`src/logic/lsu_pkg.sv`:
```
package lsu_pkg;

	typedef logic [31:0] word_t;
	typedef logic [4:0]  reg_idx_t;
	typedef logic [3:0]  lane_sel_t;

	typedef enum logic [3:0] {
		OP_NONE,
		OP_ORI,
		OP_LUI,
		OP_LB,
		OP_LBU,
		OP_LH,
		OP_LHU,
		OP_LW,
		OP_LWL,
		OP_LWR,
		OP_LL,
		OP_SB,
		OP_SH,
		OP_SW,
		OP_SC
	} oper_t;

	// MIPS primary opcodes, instr[31:26].
	localparam logic [5:0] OPC_ORI = 6'h0d;
	localparam logic [5:0] OPC_LUI = 6'h0f;
	localparam logic [5:0] OPC_LB  = 6'h20;
	localparam logic [5:0] OPC_LH  = 6'h21;
	localparam logic [5:0] OPC_LWL = 6'h22;
	localparam logic [5:0] OPC_LW  = 6'h23;
	localparam logic [5:0] OPC_LBU = 6'h24;
	localparam logic [5:0] OPC_LHU = 6'h25;
	localparam logic [5:0] OPC_LWR = 6'h26;
	localparam logic [5:0] OPC_SB  = 6'h28;
	localparam logic [5:0] OPC_SH  = 6'h29;
	localparam logic [5:0] OPC_SW  = 6'h2b;
	localparam logic [5:0] OPC_LL  = 6'h30;
	localparam logic [5:0] OPC_SC  = 6'h38;

endpackage

```
`src/logic/lsu_regfile.sv`:
```
`timescale 1ns/1ps

module lsu_regfile (
	input  logic              clk,
	input  logic              rst,
	input  lsu_pkg::reg_idx_t rs_addr_i,
	input  lsu_pkg::reg_idx_t rt_addr_i,
	output lsu_pkg::word_t    rs_data_o,
	output lsu_pkg::word_t    rt_data_o,
	input  logic              we_i,
	input  lsu_pkg::reg_idx_t waddr_i,
	input  lsu_pkg::word_t    wdata_i
);

lsu_pkg::word_t regs [32];

// Write in the same cycle is seen by the reader.
function automatic lsu_pkg::word_t read_port(input lsu_pkg::reg_idx_t addr);
	if (addr == '0) begin
		return '0;
	end
	if (we_i && waddr_i == addr) begin
		return wdata_i;
	end
	return regs[addr];
endfunction

always_comb begin
	rs_data_o = read_port(rs_addr_i);
	rt_data_o = read_port(rt_addr_i);
end

always_ff @(posedge clk) begin
	if (rst) begin
		for (int i = 0; i < 32; i++) begin
			regs[i] <= '0;
		end
	end else if (we_i && waddr_i != '0) begin
		regs[waddr_i] <= wdata_i;
	end
end

endmodule

```
`config.mk`:
```
export PLATFORM = sky130hd
export DESIGN_NAME = lsu_regfile
export DESIGN_NICKNAME = d
export VERILOG_FILES = /design/src/logic/lsu_pkg.sv /design/src/logic/lsu_regfile.sv
export SDC_FILE = /design/constraint.sdc
export NUM_CORES = 2
export LEC_CHECK = 0
export CORE_UTILIZATION = 45
export CTS_CLUSTER_DIAMETER = 50
export CTS_CLUSTER_SIZE = 28
export DETAILED_ROUTE_END_ITERATION = 8
export DONT_BUFFER_PORTS = 1
export PLACE_DENSITY = 0.62
export REMOVE_ABC_BUFFERS = 1
export SLEW_MARGIN = 0
export SYNTH_ARGS = -nofsm -noshare
export SYNTH_HDL_FRONTEND = slang
export SYNTH_SLANG_ARGS = --single-unit
```
`constraint.sdc`:
```
create_clock -name clk -period 2.9 [get_ports clk]
set_clock_uncertainty 0.15 [all_clocks]
set_input_delay 0.145 -clock clk [delete_from_list [all_inputs] [get_ports clk]]
set_output_delay 0.145 -clock clk [all_outputs]
set_load 0.005 [all_outputs]
```
# Yosys cells after proc, flatten, opt, wreduce, memory -nomap -nowiden
# Memories as Yosys holds them, arrays and structs flattened.
# Cells that the tools add are included.
# op_classes
bitwise_logic	0
order_cmp	0
n_div	0
n_reduce_logical	7
shift	0
n_mul	0
addsub	0
n_eq_ne	2
muxes	22
# op_table
op	n
2-to-1 mux 32 bit	9
OR reduction 32 bit	1
2-to-1 mux 1 bit	12
equality test 5 bit	2
logical NOT 5 bit	2
2-to-1 mux 5 bit	1
nonzero test 5 bit	1
logical AND 1 bit	3
# totals
register_bits	0
rom_bits	0
latchBits	0
memories	1
wordCells	32
ramBits	1024
# memory_table
name	words	width	rd	rd_clocked_by_memory_dff	write_ports	line_no	text
regs	32	32	2	0	32	lsu_regfile.sv:15	lsu_pkg::word_t regs [32];

# Longest topological paths before layout
# depth
word_depth	7
mapped_depth	10

# Worst setup path before layout
# OpenSTA, ideal clock, no wires.
# synth_path
path_type	input -> register
from	input port waddr_i[3]
to	memory regs[11][0] (netlist name) (enable)
cell_stages	4
arrival_time_ns	1.641
n_path_buf	1
required_ns	2.375
slack_ns	0.734
path_cell_list	clkbuf_1 or3b_2 nor2_1 or2_2
# synth_lines
element	line_no	text
from (decl)	lsu_regfile.sv:11	input lsu_pkg::reg_idx_t waddr_i,
to (decl)	lsu_regfile.sv:15	

# Worst setup path in the final report
# layout_path
from	input port rs_addr_i[0]
to	output port rs_data_o[28]
# layout_between
elab_chain_cells	6
word_cells_on_any_way	10
# layout_lines
element	line_no	text
from (decl)	lsu_regfile.sv:6	input lsu_pkg::reg_idx_t rs_addr_i,
branches (longest 5 deep; another with memory (32 x 32 bit))	n/a	
2-to-1 mux 32 bit *	lsu_regfile.sv:22	if (we_i && waddr_i == addr) begin
to (decl)	lsu_regfile.sv:8	output lsu_pkg::word_t rs_data_o,
# Mark *: on every way between the ends. The select of a mux whose other input is x is not followed.

==> flow_summary.json <==
{
  "outcome": "finished, violations left",
  "failed_checks": "max-slew violations, negative setup slack",
  "crit_type": "in -> out",
  "fmax_mhz": 317.8,
  "clkPwrFrac": 0.429,
  "final_max_slew_viol_count": 55,
  "power.total_uw": 37800,
  "initial_core_util": 0.4536,
  "synthFlopType": "edfxtp_1",
  "first_pass_iters": 6,
  "synthTopCellsByCount": "edfxtp_1 (1024), and2_1 (993), mux4_2 (371)",
  "syn_inst": 3853,
  "seqPwrFrac": 0.463,
  "dpl.hpwl_mm": 107.7,
  "final_area_um2": 62870,
  "synth_area_per_cell_um2": 14.35,
  "coreArea_um2": 121900,
  "synth_top_area_share": 0.5562,
  "power_per_cell_area_nw_per_um2": 601.2,
  "timing.final.crit_period_ns": 3.146,
  "comb_power_share": 0.108,
  "ant_nets": 0,
  "h-tree-depth": 3,
  "vias": 35540,
  "dieArea_um2": 124300,
  "largest_register_ffs": 1024,
  "tightestPinTransition_ns": 1.585,
  "avgViaCountPerCell": 6.385,
  "drc": 0,
  "die_height_um": 352.5,
  "cts_sinks": 1024,
  "p_switching_uw": 9645,
  "largestRegisters": "regs (1024)",
  "dpl_cell_area_um2": 57120,
  "p_sw_frac": 0.2552,
  "max_flop_register": "regs",
  "min_path_type": "in -> reg",
  "ys_async_sr_fraction": 0,
  "finalSetupViolCount": 58,
  "synth_area_leaders": "edfxtp_1 (56%), mux4_2 (15%), and2_1 (11%), mux2i_1 (5.1%), clkbuf_1 (2.0%)",
  "num-nets-final": 3854,
  "rsz0062_at_grt": "yes",
  "fill_cells": 10020,
  "p_leak_uw": 0.02185,
  "finalWirelength_mm": 189.3,
  "hold_end": "regs[22][23]$_SDFFCE_PN0P_",
  "io_pins": 114,
  "final_layout_size_suffix_gt1_frac": 0.2527,
  "clk_path_buf_depth": 3,
  "grt_antenna_before_repair": 16,
  "min_from": "rst",
  "synth_edf_count": 1024,
  "grt_use_total": 0.3014,
  "overflow": 0,
  "path_clk_slew_ns": 0.07,
  "ys_ff_latch": 1024,
  "grt_pass1_wl_mm": 266.2,
  "worst_ep_arrival_time_ns": 2.85,
  "cts_tree": "built",
  "root_buffer": "clkbuf_16",
  "setup_slack_ns": -0.2464,
  "port_buffers": 0,
  "hold_viol_final": 0,
  "grt_pass1_vias": 35000,
  "synth-seq-area-share": 0.5562,
  "relSlewSlack": -0.05695,
  "yosysTopAreaCell": "edfxtp_1",
  "area.sequential_um2": 30750,
  "place_congestion": 0.9499,
  "p_int_uw": 28150,
  "cts_buffers": 120,
  "yosysMostFrequentCell": "edfxtp_1",
  "fin_crit_sh": 1.085,
  "worstPathMaxFanout": 336,
  "syn_to_final_growth_pct": 13.71,
  "tns_ns": -8.903,
  "cp-end-kind": "output port",
  "grt_max_degree": 337,
  "peakVddDrop_v": 0.0005323,
  "start_kind": "input pin",
  "die_w_um": 352.5,
  "multi_input_area_um2": 23560,
  "placementRows": 128,
  "syn_area_um2": 55290,
  "min_delay_path_depth": 1,
  "cp.required_ns": 2.61,
  "ys_types": 51,
  "drtIter0Drc": 4681,
  "cap_violations": 0,
  "post_drt_wl_per_cell_um": 34.01,
  "ys.warnings.count": 0
}
-- routing by layer --
layer / up-vias / wire, µm / GRT usage
met5: - / 51 / 0
met4: 6 / 9316 / 0.1437
met3: 411 / 18090 / 0.06536
met2: 1995 / 90800 / 0.4840
met1: 18390 / 71040 / 0.3894
li1: 14730 / - / -
-- critical path, cell delays in order --
cell	delay [ns]
xnor2_1	0.46
nand4_1	0.20
nor3_2	0.62
nor2_1	0.41
a211o_1	0.44
-- cells in the final DEF, fill, tap and decap left out, drive strengths merged, types with 4 or more instances in the layout --
cell type and count:
mux2 68, a2111oi 16, edfxtp 1024, nor2b 7, a311oi 4, nor3 12, xnor2 9, mux2i 279
o221ai 32, a22oi 96, o21ai 59, diode 31, conb 32, clkbuf 126, clkinvlp 13, nand2b 7
nor2 69, inv 41, o22ai 68, and3 20, or3 4, or2 33, nand2 58, a221oi 13
mux4 371, dlygate4sd3 47, clkinv 38, and2 995, a211oi 41, buf 168, a211o 10, a21oi 51
nand3b 6, a31oi 25, or3b 5, a32o 32, bufinv 12
-- power by group through the flow --
stage	Combinational (µW)	Sequential, µW	Clock (µW)
floorplan	2150	17600	0
global placement	3480	17700	0
detailed placement	3490	17800	0
CTS	3970	17500	16300
global route	4160	17600	16900
finish	4090	17500	16200
-- what timing repair did --
| action | 4_1_cts | 5_1_grt |
|---|---|---|
| resized for setup | 97 | 23 |
| buffers inserted | 4 | 2 |
| setup endpoints to repair | 27 | 29 |
| pin swaps | 17 | 13 |
| hold buffers | 62 | 0 |
| endpoints found under the hold margin | 1562 | 0 |
-- through the flow --
step	worst slack [ns]	cells	hold WS, ns	util
2_1_floorplan	-0.7566	3467	0.1075	-
3_3_place_gp	-0.06828	5243	0.1194	0.4687
3_5_place_dp	-0.1940	5243	0.1199	0.4687
4_1_cts	-0.1677	5535	0.009877	0.5145
5_1_grt	-0.1971	5556	0.02922	0.5156
6_report	-0.2464	5566	0.04827	0.5158
-- kinds of logic (layout without fill, tap and decap cells) --
kind of cell	count (synthesis)	count (layout)	share of synthesized area
AOI/OAI and AO/OA	453	453	0.05780
other	1	63	0.00006783
and+or+nand+nor	1228	1228	0.1335
buffers and inverters	419	445	0.03542
xor gates and xnor gates	10	10	0.001584
muxes	718	718	0.2155
DFF	1024	1024	0.5562
-- area by class of cell --
cell class | count | area share
Antenna cell | 31 | 0.001234
Clock buffer | 126 | 0.04981
Clock inverter | 102 | 0.01819
Inverter | 2 | 0.0001194
Multi-Input combinational cell | 2441 | 0.3748
Sequential cell | 1024 | 0.4891
Tap cell | 1625 | 0.03234
Timing Repair Buffer | 215 | 0.03441
-- worst max path at each step --
stage,cells past startpoint,start,slack (ns),end
floorplan,4,rt_addr_i[2],-0.76,rt_data_o[0]
global placement,7,rs_addr_i[0],-0.07,rs_data_o[22]
detailed placement,7,rs_addr_i[0],-0.19,rs_data_o[22]
CTS,7,regs[23][15]$_SDFFCE_PN0P_,-0.17,rs_data_o[15]
global route,7,regs[23][15]$_SDFFCE_PN0P_,-0.20,rs_data_o[15]
finish,5,rs_addr_i[0],-0.25,rs_data_o[28]
(Power assumes the default switching activity.)
