===== src/logic/lsu_pkg.sv =====
package lsu_pkg;

	typedef logic [31:0] word_t;
	typedef logic [4:0]  reg_idx_t;
	typedef logic [3:0]  lane_sel_t;

	typedef enum logic [3:0] {
		OP_NONE,
		OP_ORI,
		OP_LUI,
		OP_LB,
		OP_LBU,
		OP_LH,
		OP_LHU,
		OP_LW,
		OP_LWL,
		OP_LWR,
		OP_LL,
		OP_SB,
		OP_SH,
		OP_SW,
		OP_SC
	} oper_t;

	// MIPS primary opcodes, instr[31:26].
	localparam logic [5:0] OPC_ORI = 6'h0d;
	localparam logic [5:0] OPC_LUI = 6'h0f;
	localparam logic [5:0] OPC_LB  = 6'h20;
	localparam logic [5:0] OPC_LH  = 6'h21;
	localparam logic [5:0] OPC_LWL = 6'h22;
	localparam logic [5:0] OPC_LW  = 6'h23;
	localparam logic [5:0] OPC_LBU = 6'h24;
	localparam logic [5:0] OPC_LHU = 6'h25;
	localparam logic [5:0] OPC_LWR = 6'h26;
	localparam logic [5:0] OPC_SB  = 6'h28;
	localparam logic [5:0] OPC_SH  = 6'h29;
	localparam logic [5:0] OPC_SW  = 6'h2b;
	localparam logic [5:0] OPC_LL  = 6'h30;
	localparam logic [5:0] OPC_SC  = 6'h38;

endpackage


===== src/logic/lsu_writeback.sv =====
`timescale 1ns/1ps

module lsu_writeback (
	input  logic              clk,
	input  logic              rst,
	input  lsu_pkg::oper_t    op_i,
	input  logic              res_we_i,
	input  lsu_pkg::reg_idx_t res_addr_i,
	input  lsu_pkg::word_t    res_data_i,
	output logic              rf_we_o,
	output lsu_pkg::reg_idx_t rf_waddr_o,
	output lsu_pkg::word_t    rf_wdata_o,
	output logic              ll_bit_o
);

// Writes to r0 pass on; the register file drops them.
always_ff @(posedge clk) begin
	if (rst) begin
		rf_we_o  <= 1'b0;
		ll_bit_o <= 1'b0;
	end else begin
		rf_we_o <= res_we_i;
		if (op_i == lsu_pkg::OP_LL) begin
			ll_bit_o <= 1'b1;
		end else if (op_i == lsu_pkg::OP_SC) begin
			ll_bit_o <= 1'b0;
		end
	end
end

always_ff @(posedge clk) begin
	rf_waddr_o <= res_addr_i;
	rf_wdata_o <= res_data_i;
end

endmodule


===== config.mk =====
export PLATFORM = sky130hd
export DESIGN_NAME = lsu_writeback
export DESIGN_NICKNAME = d
export VERILOG_FILES = /design/src/logic/lsu_pkg.sv /design/src/logic/lsu_writeback.sv
export SDC_FILE = /design/constraint.sdc
export NUM_CORES = 1
export LEC_CHECK = 0
export BUFFER_PORTS_ARGS = -buffer_cell sky130_fd_sc_hd__buf_2
export CORE_MARGIN = 2
export CORE_UTILIZATION = 33
export DETAILED_ROUTE_END_ITERATION = 8
export PLACE_DENSITY = 0.85
export SLEW_MARGIN = 10
export SYNTH_ARGS = -nofsm -noshare
export SYNTH_HDL_FRONTEND = slang
export SYNTH_SLANG_ARGS = --single-unit

===== constraint.sdc =====
create_clock -name clk -period 0.8 [get_ports clk]
set_input_delay 0.08 -clock clk [delete_from_list [all_inputs] [get_ports clk]]
set_output_delay 0.08 -clock clk [all_outputs]
set_load 0.005 [all_outputs]

== After elaboration in Yosys (flattened, before gate mapping) ==
Cells that the tools add are included.

* Register bits after elaboration: 39
* Bits in latches: 0
* Bits in writable memories: 0
* ROM bits: 0
* Bits of input ports: 44
* Memories: 0

* $add $sub $neg: 0
* Multiply operators: 0
* Div/mod/pow operators: 0
* Magnitude comparators: 0
* Equality and inequality tests: 2
* Shift-type cells: 0
* Mux-type cells: 2
* Bitwise logic cells: 0
* Reduce and logical (&&, ||, !) cells: 1

{| class="wikitable"
|+ Operators with widths
! kind !! count
|-
| $eq 4x4->1 const B || 2
|-
| $mux 1 || 2
|-
| $reduce_bool 2->1 || 1
|}

== Longest topological paths before layout ==
* Depth in word-level cells: 3
* Depth in mapped cells: 2
* Mapped depth without buffers: 2

== Worst setup path after synthesis ==
OpenSTA, ideal clock, no wires.

* Kind: reg-to-reg
* Start point: register, netlist name ll_bit_o
* End point: register ll_bit_o
* Setup time: 79 ps
* Data arrival time: 511 ps
* Required time: 721 ps
* Slack: 209 ps
* Cell stages (with the launch flop): 3
* Path buffers: 0
* Cells stage by stage: dfxtp_1 -> inv_1 -> a211oi_2

{| class="wikitable"
|+ RTL lines
! item !! RTL line !! text
|-
| end signal, assigned || lsu_writeback.sv:20 || <nowiki>ll_bit_o <= 1'b0;</nowiki>
|-
| end signal, assigned || lsu_writeback.sv:24 || <nowiki>ll_bit_o <= 1'b1;</nowiki>
|-
| end signal, assigned || lsu_writeback.sv:26 || <nowiki>ll_bit_o <= 1'b0;</nowiki>
|-
| end, declared || lsu_writeback.sv:13 || <nowiki>output logic ll_bit_o</nowiki>
|}

== Worst setup path in the final report ==
* Start point: register ll_bit_o
* End point: output ll_bit_o

No word-level cell between the ends.

==> results.sh <==
export IMPL_cts_root_buf="sky130_fd_sc_hd__clkbuf_4"
export IMPL_total_power_per_unit_cell_area_mw_per_mm2=1990
export IMPL_worstPathRequired_ns=0.72
export IMPL_die_area_mm2=0.00290
export IMPL_synth_top_cell_area_share=0.951
export IMPL_syn_to_final_growth_pct=116
export IMPL_drt_antenna_violating_nets=0
export IMPL_worstReg2RegStart="ll_bit_o"
export IMPL_cp_startpoint="ll_bit_o"
export IMPL_yosysSeqAreaShare=0.951
export IMPL_ioPinCount=83
export IMPL_final_setup_worst_slack_ns=-0.0599
export IMPL_maxClockFrequency_mhz=1160
export IMPL_diodes_inserted=0
export IMPL_synth_seq_cells=39
export IMPL_synth_cells=44
export IMPL_worst_slew_pin_transition_ns=0.180
export IMPL_finalSetupViolations=39
export IMPL_fp_dieH_um=53.9
export IMPL_critical_path_top_delay_family="flip-flops"
export IMPL_count_of_flip_flops_with_a_built_in_enable_after_synthesis=0
export IMPL_worst_r2r_setup_slack_ns=0.05
export IMPL_tritoncts="built"
export IMPL_fin_crit_ns=0.860
export IMPL_avgRoutedWirePerCell_um=11.4
export IMPL_gr_total_overflow=0
export IMPL_initialDrtViolationCount=4
export IMPL_worst_slew_margin_rel=0.880
export IMPL_register_area_um2=788
export IMPL_ys_flop_type="sky130_fd_sc_hd__dfxtp_1"
export IMPL_insertion_delay_ns=0.33
export IMPL_globalRoute_busiestLayer="met2"
export IMPL_ys_top_cells_by_area="sky130_fd_sc_hd__dfxtp_1, sky130_fd_sc_hd__a211oi_2, sky130_fd_sc_hd__and4b_1"
export IMPL_hp_start="op_i[1]"
export IMPL_cts_htree_levels=2
export IMPL_place_gp_congestion=0.632
export IMPL_grt_first_pass_wirelength_um=3020
export IMPL_largest_vdd_supply_drop_uv=1540
export IMPL_gr_usage_met2=0.337
export IMPL_syn_nets=88
export IMPL_grtUsageMet3=0.0694
export IMPL_numCtsBuffers=5
export IMPL_r2r_worst_path_cells=3
export IMPL_grt_setup_unrepaired="yes"
export IMPL_nets=217
export IMPL_io_buffers=82
export IMPL_area_occupied_by_multi_input_gates_um2=36.3
export IMPL_drv_cap=0
export IMPL_num_rows=18
export IMPL_timing_final_max_slew_violations=0
export IMPL_critPathCaptureType="output pin"
export IMPL_mean_area_per_synthesized_cell_um2=18.7
export IMPL_num_vias=784
export IMPL_worstPathCellList="buf_2"
export IMPL_synth_cell_types=6
export IMPL_final_setup_tns_ns=-1.11
export IMPL_p_leak_nw=0.884
export IMPL_overall_track_demand_over_capacity_in_global_routing=0.160
export IMPL_yosys_cell_count_top_type="sky130_fd_sc_hd__dfxtp_1"
export IMPL_synthesis_area_um2=821
export IMPL_fin_skew_ns=0
export IMPL_timing_hold_worst_class="in -> reg"
export IMPL_grt_start_max_net_pins=12
export IMPL_timing_critical_path_slowest_cell_delay_ns=0.33
export IMPL_cp_start_kind="flip-flop"
export IMPL_number_of_global_route_vias_before_repair=791
export IMPL_synth_top_area_cell="sky130_fd_sc_hd__dfxtp_1"
export IMPL_die_width_um=53.9
export IMPL_status="finished with violations"
export IMPL_critPathSlowestCell="sky130_fd_sc_hd__dfxtp_2"
export IMPL_finalHoldViolCount=0
export IMPL_layout_filler_cells=158
export IMPL_number_of_antenna_violations_at_the_first_check_in_global_routing=0
export IMPL_initial_core_util=0.341
export IMPL_met1_usage=0.108
export IMPL_criticalPathCategory="reg -> out"
export IMPL_final_layout_size_suffix_gt1_frac=0.557
export IMPL_clockBufferDepth=2
export IMPL_clock_sinks=39
export IMPL_finalPower_mw=3.53
export IMPL_asyncSetResetFlopFracSynth=0
export IMPL_drt_pass1_iter_count=2
export IMPL_dr_vias_cell=3.84
export IMPL_timing_critical_path_to="ll_bit_o"
export IMPL_holdPathStages=3
export IMPL_worstPathBufferInverterCount=1
export IMPL_remaining_drc_errors=0
export IMPL_worst_path_max_fanout=2
export IMPL_drt_wl_total_um=2320
export IMPL_violations="setup timing"
export IMPL_fp_coreArea_mm2=0.00241
export IMPL_yosysWarnings=0
export IMPL_critical_path_depth=1
export IMPL_clkSlewWorstSetupHoldPaths_ns=0.10
export IMPL_final_period_utilization=1.07
export IMPL_cp_arrival_ns=0.78
export IMPL_reg2reg_to="ll_bit_o"
## metrics by stage
stage | hold slack (ns) | setup WS, ns | utilization | instances | cell area (µm²)
after floorplan | 0.108 | 0.209 | - | 44 | 821
after global placement | 0.182 | 0.175 | 0.526 | 156 | 1270
after detailed placement | 0.184 | 0.127 | 0.526 | 156 | 1270
after CTS | 0.0155 | -0.0772 | 0.721 | 203 | 1740
after global routing | 0.0273 | -0.108 | 0.736 | 204 | 1770
final | 0.0347 | -0.0599 | 0.736 | 204 | 1770
## layout make-up
| cell class | instances | area share |
|---|---|---|
| clock buffer | 8 | 0.0388 |
| timing repair buffer | 122 | 0.473 |
| multi-input combinational | 4 | 0.0205 |
| tap | 30 | 0.0212 |
| sequential | 39 | 0.444 |
| inverter | 1 | 0.00212 |
## cells by family after synthesis
group | after synthesis | share of synthesized area
flops | 39 | 0.951
buf+inv | 1 | 0.00457
simple gates | 3 | 0.0290
compound gates | 1 | 0.0152
## state kept, by name, indices dropped and copies added (netlist names)
register,flops
ll_bit_o,1
rf_we_o,1
rf_wdata_o,32
rf_waddr_o,5
## where the power goes
part / leakage [nW] / total [mW] / switching [mW] / internal (mW)
Clock: 0.0386 / 1.06 / 0.542 / 0.517
Sequential: 0.329 / 2.07 / 0.0263 / 2.05
Combinational: 0.517 / 0.396 / 0.111 / 0.285
## metal layers
layer	vias to the layer above	wire length (µm)
met5	-	0
met4	0	32
met3	5	201
met2	42	1390
met1	341	688
li1	396	-
## worst min-delay path by stage
stage | to | slack [ns]
floorplan | rf_waddr_o[0] | 0.11
global placement | rf_waddr_o[2] | 0.18
detailed placement | rf_wdata_o[28] | 0.18
CTS | ll_bit_o | 0.02
global route | ll_bit_o | 0.03
finish | ll_bit_o | 0.03
## cells in the final DEF, fill, tap and decap left out
master                          Yosys  layout
sky130_fd_sc_hd__dfxtp_1           39      33
sky130_fd_sc_hd__clkbuf_4           0       5
sky130_fd_sc_hd__inv_1              1       1
sky130_fd_sc_hd__buf_2              0      77
sky130_fd_sc_hd__dlygate4sd3_1      0      39
sky130_fd_sc_hd__buf_6              0       5
sky130_fd_sc_hd__buf_4              0       1
sky130_fd_sc_hd__nor2b_1            1       1
sky130_fd_sc_hd__dfxtp_2            0       6
sky130_fd_sc_hd__nand3b_1           1       1
sky130_fd_sc_hd__clkbuf_1           0       1
sky130_fd_sc_hd__a211oi_2           1       1
sky130_fd_sc_hd__clkbuf_8           0       2
sky130_fd_sc_hd__and4b_1            1       1
## repair_timing
item,CTS,global route
setup buffers,0,1
endpoints found under the hold margin,39,0
hold buffers,39,0
pin swaps,0,0
endpoints found under the setup margin,39,39
resized for setup,3,8
Power figures use the tool's default switching activity.
