## config.mk

```make
export PLATFORM = sky130hd
export DESIGN_NAME = lsu_mem_stage
export DESIGN_NICKNAME = d
export VERILOG_FILES = /design/src/logic/lsu_pkg.sv /design/src/logic/lsu_mem_stage.sv
export SDC_FILE = /design/constraint.sdc
export NUM_CORES = 1
export LEC_CHECK = 0
export ABC_AREA = 1
export BUFFER_PORTS_ARGS = -buffer_cell sky130_fd_sc_hd__clkbuf_2
export CAP_MARGIN = 20
export CELL_PAD_IN_SITES_DETAIL_PLACEMENT = 0
export CELL_PAD_IN_SITES_GLOBAL_PLACEMENT = 2
export CORE_UTILIZATION = 15
export DETAILED_ROUTE_END_ITERATION = 16
export PLACE_DENSITY = 0.93
export SETUP_SLACK_MARGIN = 0.1
export SYNTH_ARGS = -nofsm -noshare
export SYNTH_HDL_FRONTEND = slang
export SYNTH_SLANG_ARGS = --single-unit
export TNS_END_PERCENT = 5
```

## constraint.sdc

```tcl
create_clock -name vclk -period 4.9
set_input_delay 1.225 -clock vclk [all_inputs]
set_output_delay 1.225 -clock vclk [all_outputs]
set_load 0.01 [all_outputs]
```

## src/logic/lsu_pkg.sv

```systemverilog
package lsu_pkg;

	typedef logic [31:0] word_t;
	typedef logic [4:0]  reg_idx_t;
	typedef logic [3:0]  lane_sel_t;

	typedef enum logic [3:0] {
		OP_NONE,
		OP_ORI,
		OP_LUI,
		OP_LB,
		OP_LBU,
		OP_LH,
		OP_LHU,
		OP_LW,
		OP_LWL,
		OP_LWR,
		OP_LL,
		OP_SB,
		OP_SH,
		OP_SW,
		OP_SC
	} oper_t;

	// MIPS primary opcodes, instr[31:26].
	localparam logic [5:0] OPC_ORI = 6'h0d;
	localparam logic [5:0] OPC_LUI = 6'h0f;
	localparam logic [5:0] OPC_LB  = 6'h20;
	localparam logic [5:0] OPC_LH  = 6'h21;
	localparam logic [5:0] OPC_LWL = 6'h22;
	localparam logic [5:0] OPC_LW  = 6'h23;
	localparam logic [5:0] OPC_LBU = 6'h24;
	localparam logic [5:0] OPC_LHU = 6'h25;
	localparam logic [5:0] OPC_LWR = 6'h26;
	localparam logic [5:0] OPC_SB  = 6'h28;
	localparam logic [5:0] OPC_SH  = 6'h29;
	localparam logic [5:0] OPC_SW  = 6'h2b;
	localparam logic [5:0] OPC_LL  = 6'h30;
	localparam logic [5:0] OPC_SC  = 6'h38;

endpackage

```

## src/logic/lsu_mem_stage.sv

```systemverilog
`timescale 1ns/1ps

module lsu_mem_stage (
	input  logic               rst,
	input  lsu_pkg::oper_t     op_i,
	input  logic               ll_bit_i,
	input  logic               mem_ce_i,
	input  logic               mem_we_i,
	input  lsu_pkg::word_t     mem_addr_i,
	input  lsu_pkg::lane_sel_t mem_sel_i,
	input  lsu_pkg::word_t     mem_wdata_i,
	input  logic               wr_we_i,
	input  lsu_pkg::reg_idx_t  wr_addr_i,
	input  lsu_pkg::word_t     wr_data_i,
	input  lsu_pkg::word_t     ram_rdata_i,
	output lsu_pkg::word_t     ram_addr_o,
	output logic               ram_read_o,
	output logic               ram_write_o,
	output lsu_pkg::word_t     ram_wdata_o,
	output lsu_pkg::lane_sel_t ram_mask_o,
	output logic               res_we_o,
	output lsu_pkg::reg_idx_t  res_addr_o,
	output lsu_pkg::word_t     res_data_o
);

lsu_pkg::word_t byte_rd, half_rd, ext_sel, merged;

// Move the addressed lane down to bit 0.
assign byte_rd = ram_rdata_i >> {mem_addr_i[1:0], 3'b000};
assign half_rd = ram_rdata_i >> {mem_addr_i[1], 4'b0000};

assign ext_sel = {
	{8{mem_sel_i[3]}},
	{8{mem_sel_i[2]}},
	{8{mem_sel_i[1]}},
	{8{mem_sel_i[0]}}
};
assign merged = (wr_data_i & ~ext_sel) | (ram_rdata_i & ext_sel);

always_comb begin
	ram_addr_o  = '0;
	ram_read_o  = 1'b0;
	ram_write_o = 1'b0;
	ram_wdata_o = '0;
	ram_mask_o  = '0;
	res_we_o    = 1'b0;
	res_addr_o  = '0;
	res_data_o  = '0;
	if (!rst && mem_ce_i) begin
		ram_addr_o = mem_addr_i;
		ram_mask_o = mem_sel_i;
		if (mem_we_i) begin
			ram_write_o = 1'b1;
			ram_wdata_o = mem_wdata_i;
			if (op_i == lsu_pkg::OP_SC) begin
				// SC succeeds only while the link holds.
				ram_write_o = ll_bit_i;
				res_we_o    = wr_we_i;
				res_addr_o  = wr_addr_i;
				res_data_o  = {31'b0, ll_bit_i};
			end
		end else begin
			ram_read_o = 1'b1;
			res_we_o   = 1'b1;
			res_addr_o = wr_addr_i;
			case (op_i)
				lsu_pkg::OP_LB:  res_data_o = {{24{byte_rd[7]}}, byte_rd[7:0]};
				lsu_pkg::OP_LBU: res_data_o = {24'b0, byte_rd[7:0]};
				lsu_pkg::OP_LH:  res_data_o = {{16{half_rd[15]}}, half_rd[15:0]};
				lsu_pkg::OP_LHU: res_data_o = {16'b0, half_rd[15:0]};
				lsu_pkg::OP_LWL, lsu_pkg::OP_LWR: res_data_o = merged;
				default:         res_data_o = ram_rdata_i;
			endcase
		end
	end else if (!rst) begin
		res_we_o   = wr_we_i;
		res_addr_o = wr_addr_i;
		res_data_o = wr_data_i;
	end
end

endmodule

```

; Word-level counts from Yosys, hierarchy flattened
; Cells that the tools add are included.
[word_totals]
reg_bits = 0
inputBits = 146
output_inout_bits = 108
[op_classes]
eq_ne = 7
shifts = 2
n_mux = 22
bitwise = 4
reduce_logical = 3
[ops]
columns = op, count
row1 = $mux 32, 6
row2 = $pmux 32 s5, 1
row3 = $and 32x32->32, 2
row4 = $not 32->32, 1
row5 = $or 32x32->32, 1
row6 = $shr 32x5->16, 1
row7 = $shr 32x5->8, 1
row8 = $mux 5, 4
row9 = $eq 4x3->1 const B, 3
row10 = $eq 4x4->1 const B, 3
row11 = $mux 1, 10
row12 = $eq 4x2->1 const B, 1
row13 = $mux 4, 1
row14 = $reduce_or 2->1, 1
row15 = $logic_and 1x1->1, 1
row16 = $logic_not 1->1, 1

; Logic depth before layout (Yosys ltp)
; Gate-level depths: netlist of the first run.
[logic_depth]
ltp_word = 6
ltp_mapped = 11

; Least setup slack after synthesis of the first run
; Ideal clock, no wire load.
[synth_timing]
kind = input port to output port
from = input mem_ce_i
to = output res_data_o[10]
arrival_time_ns = 2.160
required_ns = 3.675
slack_ns = 1.515
stages = 9
path_cell_list = inv_1 nor2_1 inv_2 nor2_2 inv_2 clkbuf_1 a21oi_1 nand2_1 nand2_1
[synth_between]
elab_chain_cells = 2
[synth_lines]
columns = item, line_no
row1 = start: declaration, lsu_mem_stage.sv:7  ; input logic mem_ce_i,
row2 = $logic_and 1x1->1, lsu_mem_stage.sv:49  ; if (!rst && mem_ce_i) begin
row3 = $mux 32, lsu_mem_stage.sv:49
row4 = end: declaration, lsu_mem_stage.sv:23  ; output lsu_pkg::word_t res_data_o
; Every way passes these cells.

; Worst setup path in the final report of the first run
[layout_timing]
from = input mem_addr_i[1]
to = output res_data_o[10]
[layout_between]
elab_chain_cells = 4
[layout_lines]
columns = item, line_no
row1 = start: declaration, lsu_mem_stage.sv:9  ; input lsu_pkg::word_t mem_addr_i,
row2 = $shr 32x5->16 or $shr 32x5->8 (tied branches), "lsu_mem_stage.sv:30, lsu_mem_stage.sv:29"
row3 = $pmux 32 s5 *, lsu_mem_stage.sv:66  ; case (op_i)
row4 = $mux 32 *, lsu_mem_stage.sv:52  ; if (mem_we_i) begin
row5 = $mux 32 *, lsu_mem_stage.sv:49
; Every way passes the cells marked *; elsewhere a longest branch is shown, timed or not.

==> metrics.csv, run 1 <==
stage,metric,value,unit
run_status,status,finished clean,
placed_design,postPlaceCellArea,0.00393,mm^2
logic_synthesis,postSynthCellCount,589,
logic_synthesis,syn-num-nets,735,
drt,first_pass_iters,4,
critical_path,cp-start-kind,input port,
critical_path,cp_max_fo,24,
power,power_frac_seq,0,%
logic_synthesis,synth-seq-area-share,0,%
power,swShare,61.4,%
hold_path,holdPathEnd,ram_addr_o[28],
final_layout,seq_cells,0,
flow_run,drv_cap,0,
sta,rsz0062_at_grt,no,
sta,setup_viol,0,
die,chipWidth,132,um
logic_synthesis,synth.area.top_cells,"nand2_1 (32%), nor2_1 (15%), inv_1 (13%), a21oi_1 (8.7%), nand3_1 (7.4%)",
clock_tree,post_cts_buffers,0,
sta,period_share,84.6,%
logic_synthesis,synth_cell_types,26,
die,fp.dieH,132,um
logic_synthesis,synth_area,0.00252,mm^2
final_layout,area_growth,56.2,%
clock_tree,cts.repair.resized,0,
drt,antenna_left,0,
sta,hold_viol_final,0,
logic_synthesis,synth_top_area_share,32.1,%
power,p_leak,2.59,nW
final_layout,diodes,0,
drt,drt_iter0_drc,172,
global_route,first_global_vias,4082,
final_layout,seqCellArea,0,um^2
final_layout,clock_buffers,0,
hold_path,min_path_cells,4,
drt,drc,0,
final_layout,drive_above_1_share,33.8,%
critical_path,critPathCaptureType,output pin,
final_layout,fin_area,0.00393,mm^2
critical_path,startpoint,mem_addr_i[1],
sta,relSlewSlack,58.5,%
critical_path,worstPathArrival,2920,ps
die,pin_count,254,
clock_tree,ctsHoldBuffers,0,
power,peakVddDrop,0.0000223,V
placed_design,place_congestion,0.862,
logic_synthesis,synth_top_cell_by_area,nand2_1,
power,p_clk_share,0,%
drt,wl_per_cell,13.2,um
critical_path,crit_type,input port to output pin,
power,power_switching,0.194,mW
hold_path,hold_start,mem_addr_i[28],
logic_synthesis,synth_warnings,0,
logic_synthesis,avgSynthCellArea,4.27,um^2
placed_design,dp_hpwl,11200,um
global_route,antenna_found_initial,0,
critical_path,cp.required,3670,ps
sta,tightest_slew,621,ps
placed_design,port_buffers,254,
global_route,overflow,0,
sta,fmax,0.241,GHz
die,core,0.0161,mm^2
sta,drv_slew,0,
global_route,grt_usage,15.0,%
die,die-area,0.0173,mm^2
global_route,grt_max_degree,56,
power,comb_power_share,100.0,%
hold_path,hp-class,input port to output pin,
power,powerDensity,80.3,mW/mm^2
die,initial_utilization,15.6,%
global_route,grt_pass1_wl,21200,um
drt,routed_wl,13600,um
power,p_int,0.122,mW
final_layout,nets,962,
drt,vias,4310,
drt,routed_via_density,4.18,
sta,layout_min_cycle_time,4150,ps
sta,fin_setup_tns,0,ps
die,num_rows,46,
-- routing by layer --
layer  share of wire (%)  global-route usage (%)  vias up  wire length [um]
met5                   0                       0        -                 0
met4                 1.7                    2.26        0               238
met3                 7.6                    2.55       10              1040
met2                  51                    29.4      193              6930
met1                  40                    16.9     1852              5410
li1                    -                       -     2255                 -
-- placed cells by master (no fill, tap or decap), drive strengths merged --
| master | Yosys | layout |
|---|---|---|
| nor2 | 106 | 106 |
| clkbuf | 20 | 254 |
| nand3b | 1 | 1 |
| o211ai | 16 | 16 |
| o22ai | 2 | 2 |
| o21a | 1 | 1 |
| a31oi | 1 | 1 |
| buf | 16 | 7 |
| or2 | 1 | 1 |
| a21oi | 44 | 44 |
| a32oi | 1 | 1 |
| nand3 | 39 | 39 |
| inv | 93 | 93 |
| nand4 | 3 | 3 |
| nand2 | 217 | 217 |
| nor3 | 1 | 1 |
| o21ai | 27 | 27 |
-- stage by stage --
| step | utilization (%) | power (mW) | hold slack [ps] | std cells | worst slack (ps) |
|---|---|---|---|---|---|
| 4_1_cts | 24.4 | 0.322 | 2720 | 1030 | 752 |
| 2_1_floorplan | - | 0.176 | 2540 | 589 | 1520 |
| 3_3_place_gp | 24.4 | 0.321 | 2710 | 1030 | 770 |
| 6_report | 24.4 | 0.316 | 2710 | 1030 | 753 |
| 3_5_place_dp | 24.4 | 0.321 | 2710 | 1030 | 763 |
| 5_1_grt | 24.4 | 0.358 | 2730 | 1030 | 564 |
-- synth_stat cells, types with 2 or more instances --
cell type	count
a21oi_1	44
buf_1	2
buf_2	7
buf_4	4
buf_6	3
clkbuf_1	20
inv_1	89
inv_2	4
nand2_1	215
nand2_2	2
nand3_1	37
nand3_2	2
nand4_1	3
nor2_1	103
nor2_2	2
o211ai_1	16
o21ai_0	26
o22ai_1	2
-- power groups by stage --
stage / clock [mW] / combinational, mW / sequential (mW)
4_1_cts: 0 / 0.322 / 0
3_3_place_gp: 0 / 0.321 / 0
6_report: 0 / 0.316 / 0
2_1_floorplan: 0 / 0.176 / 0
5_1_grt: 0 / 0.358 / 0
3_5_place_dp: 0 / 0.321 / 0
-- kinds of logic after synthesis --
family	Yosys count	synth area share [%]
compound gates	92	20.4
buf+inv	129	21.1
simple gates	368	58.5
-- worst max-delay path by stage --
stage | endpoint | depth (start not counted)
5_1_grt | res_data_o[22] | 10
6_report | res_data_o[10] | 10
3_5_place_dp | res_data_o[9] | 10
4_1_cts | res_data_o[9] | 10
2_1_floorplan | res_data_o[10] | 9
3_3_place_gp | res_data_o[8] | 10
-- worst max-delay path, cell delays in order --
cell,delay (ps)
clkbuf_2,290
buf_4,260
nor2_1,80
o22ai_1,120
nand2_1,110
nand2_2,400
nand3_1,140
nand2_1,100
nand2_1,50
clkbuf_2,120
-- layout make-up --
cell class	instances	area (um^2)
tap	216	270
inverter	93	349
fill	2011	12200
multi-input combinational	460	1990
timing repair buffer	261	1320
Power figures use the tool's default switching activity.
==> run 2, diff against run 1 <==
--- a/config.mk
+++ b/config.mk
@@ -10,9 +10,9 @@
 export CAP_MARGIN = 20
 export CELL_PAD_IN_SITES_DETAIL_PLACEMENT = 0
 export CELL_PAD_IN_SITES_GLOBAL_PLACEMENT = 2
-export CORE_UTILIZATION = 15
+export CORE_UTILIZATION = 12
 export DETAILED_ROUTE_END_ITERATION = 16
-export PLACE_DENSITY = 0.93
+export PLACE_DENSITY = 0.8
 export SETUP_SLACK_MARGIN = 0.1
 export SYNTH_ARGS = -nofsm -noshare
 export SYNTH_HDL_FRONTEND = slang
==> constraint.sdc (replaced) <==
create_clock -name vclk -period 3.4
set_input_delay 0.85 -clock vclk [all_inputs]
set_output_delay 0.85 -clock vclk [all_outputs]
set_load 0.01 [all_outputs]
==> run 2 against run 1 <==
Critical path depth is 1 higher. Cell count is 6.3% higher. Clock-buffer cell count stayed put. Core utilization is 4.3 points lower. Total power is 51% higher. Worst setup slack worse by 490 ps. Design area is 4.3% higher. Flip-flop and latch count stayed put. Via count is 0.93% higher. Combinational power is 51% higher. Non-clock buffer count is 10 higher. Global-route usage is 2.0 points lower. Largest power group unchanged.
==> metrics.csv, run 2 (same netlist as run 1, synthesis figures left out) <==
stage,metric,value,unit,change
sta,hold_viol_final,0,,unchanged
placed_design,dp_hpwl,12300,um,was 11200 um
final_layout,postLayoutCoreUtil,20.1,%,was 24.4%
placed_design,postPlaceCellArea,0.00409,mm^2,was 0.00393 mm^2
sta,rsz0062_at_grt,yes,,was no
sta,fmax,0.319,GHz,
hold_path,hp-class,input port to output pin,,unchanged
power,finalPower,0.477,mW,was 0.316 mW
power,p_clk_share,0,%,about the same
critical_path,cp_max_fo,12,,was 24
die,num_rows,52,,was 46
final_layout,fin_area,0.00410,mm^2,was 0.00393 mm^2
placed_design,place_congestion,0.810,,was 0.862
die,fp.dieH,147,um,was 132 um
clock_tree,post_cts_buffers,0,,unchanged
critical_path,cpMostUsedCell,nand2_1,,unchanged
sta,fin_ws,263,ps,was 753 ps
final_layout,area_growth,62.9,%,was 56.2%
die,core,0.0204,mm^2,was 0.0161 mm^2
final_layout,nets,972,,was 962
critical_path,slowest_delay,240,ps,was 400 ps
power,swShare,61.2,%,was 61.4%
global_route,grt_max_degree,60,,was 56
critical_path,critPathSlowestCell,nand3_1,,was nand2_2
flow_run,drv_cap,0,,unchanged
hold_path,min_path_cells,4,,unchanged
power,powerDensity,116,mW/mm^2,was 80.3 mW/mm^2
placed_design,place_worst_setup_slack,229,ps,was 763 ps
drt,routed_wl,14600,um,was 13600 um
global_route,grt_pass1_wl,22500,um,was 21200 um
final_layout,drive_above_1_share,34.7,%,was 33.8%
critical_path,critPathCaptureType,output pin,,unchanged
global_route,antenna_found_initial,1,,was 0
final_layout,seq_cells,0,,unchanged
drt,antenna_left,0,,unchanged
critical_path,cp.required,2550,ps,was 3670 ps
sta,period_share,92.3,%,
power,p_int,0.185,mW,was 0.122 mW
drt,vias,4350,,was 4310
die,initial_utilization,12.3,%,was 15.6%
power,power_frac_seq,0,%,about the same
critical_path,crit_type,input port to output pin,,unchanged
sta,drv_slew,0,,unchanged
drt,first_pass_iters,4,,unchanged
sta,tightest_slew,650,ps,was 621 ps
final_layout,multiInputGateArea,0.00200,mm^2,was 0.00199 mm^2
drt,routed_via_density,3.97,,was 4.18
clock_tree,ctsHoldBuffers,0,,unchanged
drt,drc,0,,unchanged
critical_path,cp-start-kind,input port,,unchanged
die,pin_count,254,,unchanged
sta,relSlewSlack,56.6,%,was 58.5%
power,power_switching,0.292,mW,was 0.194 mW
power,peakVddDrop,0.0000293,V,was 0.0000223 V
global_route,overflow,0,,unchanged
sta,setup_viol,0,,unchanged
die,chipWidth,147,um,was 132 um
sta,layout_min_cycle_time,3140,ps,
power,p_leak,2.65,nW,was 2.59 nW
placed_design,port_buffers,254,,unchanged
drt,drt_iter0_drc,202,,was 172
final_layout,seqCellArea,0,um^2,unchanged
die,die-area,0.0216,mm^2,was 0.0173 mm^2
sta,fin_setup_tns,0,ps,unchanged
power,comb_power_share,100.0,%,about the same
run_status,status,finished clean,,unchanged
drt,wl_per_cell,13.3,um,was 13.2 um
final_layout,final_cell_mix,"clkbuf_2 (254), nand2_1 (214), nor2_1 (102)",,"was clkbuf_2 (254), nand2_1 (215), nor2_1 (102)"
critical_path,crit_chain,clkbuf_2 > inv_1 > nand3_1 > nand3_2 > buf_4 > o21ai_0 > nor2_1 > nand2_1 > nand2_1 > nand2_1 > clkbuf_2,,was clkbuf_2 > buf_4 > nor2_1 > o22ai_1 > nand2_1 > nand2_2 > nand3_1 > nand2_1 > nand2_1 > clkbuf_2
final_layout,nFillCells,2501,,was 2011
global_route,first_global_vias,4163,,was 4082
critical_path,worstPathArrival,2290,ps,was 2920 ps
final_layout,clock_buffers,0,,unchanged
global_route,grt_usage,13.1,%,was 15.0%
final_layout,final_common_cell,clkbuf_2,,unchanged
run 2: cell types whose count changed in the layout (fill, tap and decap cells not counted), sizes merged:
cell | previous run | this run
buf | 7 | 17
diode | 0 | 1
run 2: layout make-up:
class | instances | share of cell area (%)
Tap cell | 270 | 8.24
Inverter | 93 | 8.51
Timing Repair Buffer | 271 | 34.5
Multi-Input combinational cell | 460 | 48.7
Antenna cell | 1 | 0.0610
run 2: worst paths after layout:
path,startpoint,endpoint,slack (ps)
max,op_i[1],res_data_o[14],260
min,mem_addr_i[25],ram_addr_o[25],1960
run 2: metrics by stage:
step | hold slack, ps | instances
CTS | 1960 | 1094
global route | 1980 | 1094
global placement | 1960 | 1094
detailed placement | 1960 | 1094
floorplan | 1790 | 589
finish | 1960 | 1095
run 2: timing repair:
| action | CTS | global route |
|---|---|---|
| setup endpoints to repair | 0 | 29 |
| endpoints found under the hold margin | 0 | 0 |
| resized for setup | 0 | 3 |
run 2: worst max-delay path, delay by kind of cell:
kind	cells	cell delay, ps
AND/OR/NAND/NOR	6	760
buffers and inverters	4	580
AO/OA/AOI/OAI	1	100
run 2: power groups by stage:
stage / Clock, mW / Sequential [mW] / Combinational, mW
2_1_floorplan: 0 / 0 / 0.253
3_3_place_gp: 0 / 0 / 0.484
3_5_place_dp: 0 / 0 / 0.482
4_1_cts: 0 / 0 / 0.484
5_1_grt: 0 / 0 / 0.538
6_report: 0.0000000393 / 0 / 0.477
run 2: per-layer routing:
metal	routed length [um]	track usage (%)	up-vias
met5	0	0	-
met4	64	0.625	0
met3	1080	2.39	4
met2	7410	25.4	178
met1	6050	15.4	1894
li1	-	-	2274
